File: src/rtl/dcache_pkg.sv
package dcache_pkg;

    localparam int WAYS = 4;
    localparam int SETS = 16;
    localparam int LINE_BITS = 512;
    localparam int WORDS_PER_LINE = 16;
    localparam int OFFSET_BITS = $clog2(LINE_BITS / 8);
    localparam int SET_BITS = $clog2(SETS);
    localparam int WORD_IDX_BITS = $clog2(WORDS_PER_LINE);
    localparam int TAG_BITS = 32 - SET_BITS - OFFSET_BITS;
    localparam int RR_BITS = $clog2(WAYS);

    // Access sizes are byte-enable masks for an aligned access at offset zero
    localparam logic [3:0] SIZE_BYTE = 4'b0001;
    localparam logic [3:0] SIZE_HALF = 4'b0011;
    localparam logic [3:0] SIZE_WORD = 4'b1111;

    typedef logic [WAYS-1:0] way_sel_t;

    // Store data in wdata is already placed in its byte lanes
    typedef struct packed {
        logic [31:0] addr;
        logic [31:0] wdata;
        logic        wr;
        logic [3:0]  size;
        logic        signed_ext;
        logic        uncache;
    } cpu_req_t;

    typedef struct packed {
        logic [31:0]          addr;
        logic [LINE_BITS-1:0] data;
        logic [3:0]           strb;
        logic                 uncache;
    } mem_wr_t;

    // Byte enables of an access, all clear when it is misaligned or the size is unknown
    function automatic logic [3:0] byte_mask(input logic [3:0] size, input logic [1:0] off);
        logic [3:0] mask;
        case (size)
            SIZE_BYTE: mask = SIZE_BYTE << off;
            SIZE_HALF: mask = off[0] ? 4'b0000 : SIZE_HALF << off;
            SIZE_WORD: mask = (off == 2'd0) ? SIZE_WORD : 4'b0000;
            default:   mask = 4'b0000;
        endcase
        return mask;
    endfunction

endpackage
File: src/rtl/dcache_req_buf.sv
`timescale 1ns/1ps

module dcache_req_buf (
    input  logic                 clk,
    input  logic                 rst,
    input  logic                 req_valid,
    input  dcache_pkg::cpu_req_t req,
    input  logic                 busy,
    input  logic                 done,
    output logic                 held,
    output dcache_pkg::cpu_req_t rbuf
);

    logic accept;

    // A strobe that arrives while busy is dropped
    assign accept = req_valid && !busy;

    always_ff @(posedge clk) begin
        if (rst) begin
            held <= 1'b0;
        end else if (accept) begin
            held <= 1'b1;
        end else if (done) begin
            held <= 1'b0;
        end
    end

    // The request stays put for the whole miss or uncached sequence
    always_ff @(posedge clk) begin
        if (accept) begin
            rbuf <= req;
        end
    end

endmodule

File: config.mk
export PLATFORM = sky130hd
export DESIGN_NAME = dcache_req_buf
export DESIGN_NICKNAME = d
export VERILOG_FILES = /design/src/rtl/dcache_pkg.sv /design/src/rtl/dcache_req_buf.sv
export SDC_FILE = /design/constraint.sdc
export NUM_CORES = 1
export LEC_CHECK = 0
export ABC_AREA = 0
export BUFFER_PORTS_ARGS = -buffer_cell sky130_fd_sc_hd__buf_2
export CAP_MARGIN = 15
export CORE_UTILIZATION = 32
export DETAILED_ROUTE_END_ITERATION = 10
export HOLD_SLACK_MARGIN = 0.12
export PLACE_DENSITY_LB_ADDON = 0.25
export SYNTH_ARGS = -nofsm -noshare
export SYNTH_HDL_FRONTEND = slang
export SYNTH_SLANG_ARGS = --single-unit
export TNS_END_PERCENT = 5
File: constraint.sdc
create_clock -name clk -period 2.35 [get_ports clk]
set_input_delay 0.47 -clock clk [delete_from_list [all_inputs] [get_ports clk]]
set_output_delay 0.47 -clock clk [all_outputs]
set_load 0.005 [all_outputs]
; ---- After elaboration in Yosys (flattened, before gate mapping)
; Cells that the tools add are included.
[totals]
reg_bits = 72
output_inout_bits = 72
[op_classes]
muxes = 2
n_reduce_logical = 3
[op_table]
columns = cell, count
row1 = 2-to-1 mux 1 bit, 2
row2 = nonzero test 2 bit, 1
row3 = logical AND 1 bit, 1
row4 = zero test 1 bit, 1

; ---- Longest topological paths before layout
[logic_depth]
word_depth = 3
mapped_depth = 2

; ---- Worst setup path after synthesis
; No wires, ideal clock.
[synth_timing]
path_kind = input port to flip-flop
start = input port req_valid
end = register rbuf[0] (netlist name), enable pin
arrival_ns = 1.582
t_required_ns = 1.944
slack_ns = 0.362
cell_stages = 1
n_path_buf = 0
cell_sequence = nor2b_4
[synth_between]
elab_chain_cells = 1
[synth_rtl]
columns = element, line_no
row1 = start: declaration, dcache_req_buf.sv:6  ; input logic req_valid,
row2 = logical AND 1 bit, dcache_req_buf.sv:17  ; assign accept = req_valid && !busy;
row3 = end signal: assignment, dcache_req_buf.sv:32  ; rbuf <= req;
row4 = end: declaration, dcache_req_buf.sv:11  ; output dcache_pkg::cpu_req_t rbuf
; Every way passes these cells.
; A chain may end at the register's enable or synchronous reset.

; ---- Worst setup path after layout
[layout_timing]
start = register rbuf[1] (netlist name)
end = output port rbuf[1] (netlist name)
; No word-level cell between the ends.

==> impl_metrics.json <==
{
  "run_status": "finished with violations",
  "violations": "DRC",
  "die-width_um": 84.58,
  "antenna_cells": 0,
  "cp_num_buf_inv": 1,
  "wl_met2_um": 2091,
  "cpPeakStageDelay_ns": 0.38,
  "timing.max_slew.rel_slack_pct": 74.38,
  "crit_chain": "buf_2",
  "min-delay-path-class": "primary input to flop",
  "weighted_congestion_at_the_end_of_routability_driven_global_placement": 0.6766,
  "layout-drive-gt1-share_pct": 67.65,
  "cts_root_buf": "sky130_fd_sc_hd__clkbuf_8",
  "tns_ns": 0,
  "detailedRoute.firstIterationViolations": 61,
  "power.static_leakage_uw": 0.001380,
  "post_drt_antenna_nets": 0,
  "buffer_depth_of_the_longest_clock_path": 2,
  "antenna_found_initial": 0,
  "global_route_wire_length_before_repair_um": 6472,
  "slew_at_the_pin_closest_to_its_max_slew_limit_ns": 0.3844,
  "final_hold_viol_count": 0,
  "dr_wl_met3_um": 517,
  "flow.area_growth_from_synthesis_pct": 48.34,
  "io_buffers": 147,
  "overflow_after_grt": 0,
  "power.ir.vdd_worst_mv": 0.3717,
  "ys_ff_latch": 72,
  "finish.instance_area_um2": 3237,
  "clkSinkCount": 72,
  "post_cts_sizing": 0,
  "setup-violations-final": 0,
  "worstPathArrival_ns": 0.85,
  "layout.nets": 310,
  "crit_path_end_kind": "output port",
  "critPathTopFamily": "flip-flops",
  "synth.top_cells.by_area": "sky130_fd_sc_hd__edfxtp_1 98%, sky130_fd_sc_hd__dfxtp_1 0.92%, sky130_fd_sc_hd__nor2b_4 0.63%",
  "syn_nets": 151,
  "floorplan.die.height_um": 84.58,
  "final.period_utilization_pct": 56.09,
  "via_count": 1300,
  "ctsHoldBuffers": 0,
  "largest_net_degree_at_the_start_of_global_routing": 73,
  "synth_largest_type_area_fraction_pct": 97.71,
  "drt_drc_violations_left": 10,
  "dr.pass1.iters": 7,
  "max_cap_violations": 0,
  "number_of_buffers_created_by_cts": 9,
  "floorplan.io_pins": 148,
  "netlist_area_um2": 2182,
  "synth_area_per_cell_um2": 29.09,
  "synthDominantAreaCellType": "sky130_fd_sc_hd__edfxtp_1",
  "dp_hpwl_um": 3029,
  "synth.distinct_cells": 5,
  "rsz_0062_raised_after_global_routing": "no",
  "sequential_element_share_of_the_synthesized_area_pct": 98.62,
  "crit_required_ns": 1.88,
  "startpoint_type_of_the_worst_setup_path": "flop",
  "global_route.usage.total_pct": 12.91,
  "detail_route.vias_per_cell": 4.127,
  "final_max_slew_viol_count": 0,
  "power_per_cell_area_nw_per_um2": 836.9,
  "yosysWarnings": 0,
  "postCtsSetupBuffers": 0,
  "routed_wire_length_per_instance_um": 13.66,
  "design.die.area_um2": 7153,
  "critical_path_class": "flop to output port",
  "worst_setup_hold_path_clk_slew_ns": 0.07,
  "highest-signal-layer": "met4",
  "fmax_ghz": 0.7586,
  "maximum_clock_skew_at_final_layout_ns": 0,
  "std_cell_rows": 29,
  "cts_tree": "yes",
  "timing.critical_path.slowest_stage_cell": "sky130_fd_sc_hd__edfxtp_1",
  "worst_hold_slack_ns": 0.3098,
  "grt_pass1_vias": 1301,
  "h-tree-depth": 3,
  "post_dp_cell_area_um2": 3034,
  "floorplan.core_area_um2": 6459,
  "worstPathMaxFanout": 1,
  "worst_skew_late_latency_ns": 0.32,
  "final.min_clock_period_ns": 1.318,
  "initial_core_util_pct": 33.79,
  "synthCells": 75,
  "postRouteWirelength_um": 4303,
  "route.layer.met1.wl_um": 1573
}
-- synthesized netlist by cell type --
master                     instances
sky130_fd_sc_hd__nor2b_1           1
sky130_fd_sc_hd__nor2b_4           1
sky130_fd_sc_hd__edfxtp_1         71
sky130_fd_sc_hd__dfxtp_1           1
sky130_fd_sc_hd__o21ba_1           1
-- worst paths after layout --
kind | start | endpoint | slack, ns | cells past startpoint
worst max-delay path | rbuf[1] | rbuf[1] | 1.03 | 1
worst min-delay path | req[39] | rbuf[39] | 0.31 | 1
worst max register to register | held | held | 1.66 | 2
worst min register to register | held | held | 0.60 | 2
-- cell type report --
type | count | area, um2
Timing Repair Buffer | 148 | 755.7
Tap cell | 77 | 96.34
Sequential cell | 72 | 2152
Multi-Input combinational cell | 3 | 30.03
Clock inverter | 3 | 67.56
Clock buffer | 12 | 135.1
Fill cell | 564 | 3222
-- per-layer routing --
layer | GRT usage (%) | up-vias
met5 | 0 | -
met4 | 10.48 | 0
met3 | 6.686 | 10
met2 | 20.10 | 95
met1 | 12.93 | 577
li1 | - | 618
-- cell families (layout without fill, tap and decap cells) --
family	after synthesis	in the layout	share of synthesized area (%)
flip-flops	72	72	98.62
AND/OR/NAND/NOR	2	2	0.9175
AO/OA/AOI/OAI	1	1	0.4587
buffers and inverters	0	163	0
-- placed cells by master, fill, tap and decap left out, drive strengths merged --
cell,n
buf,148
bufinv,2
clkbuf,12
clkinvlp,1
dfxtp,1
edfxtp,71
nor2b,2
o21ba,1
-- stage by stage --
step                instances  worst slack [ns]  power, uW  util (%)
floorplan                  75            0.3622       1589         -
global placement          300            0.9398       1732     46.98
detailed placement        300            0.9200       1738     46.98
CTS                       315             1.001       2758     50.12
global route              315            0.9738       2820     50.12
finish                    315             1.032       2709     50.12
-- power breakdown --
group	switching (uW)	leakage, uW	internal (uW)
clock	410	0.0000967	594
sequential	18.2	0.000675	1510
combinational	81.6	0.000608	99.7
-- flip-flops by register name, indices dropped and copies added, names as in the netlist --
name	cells
held	1
rbuf	71
Power figures use the tool's default switching activity.
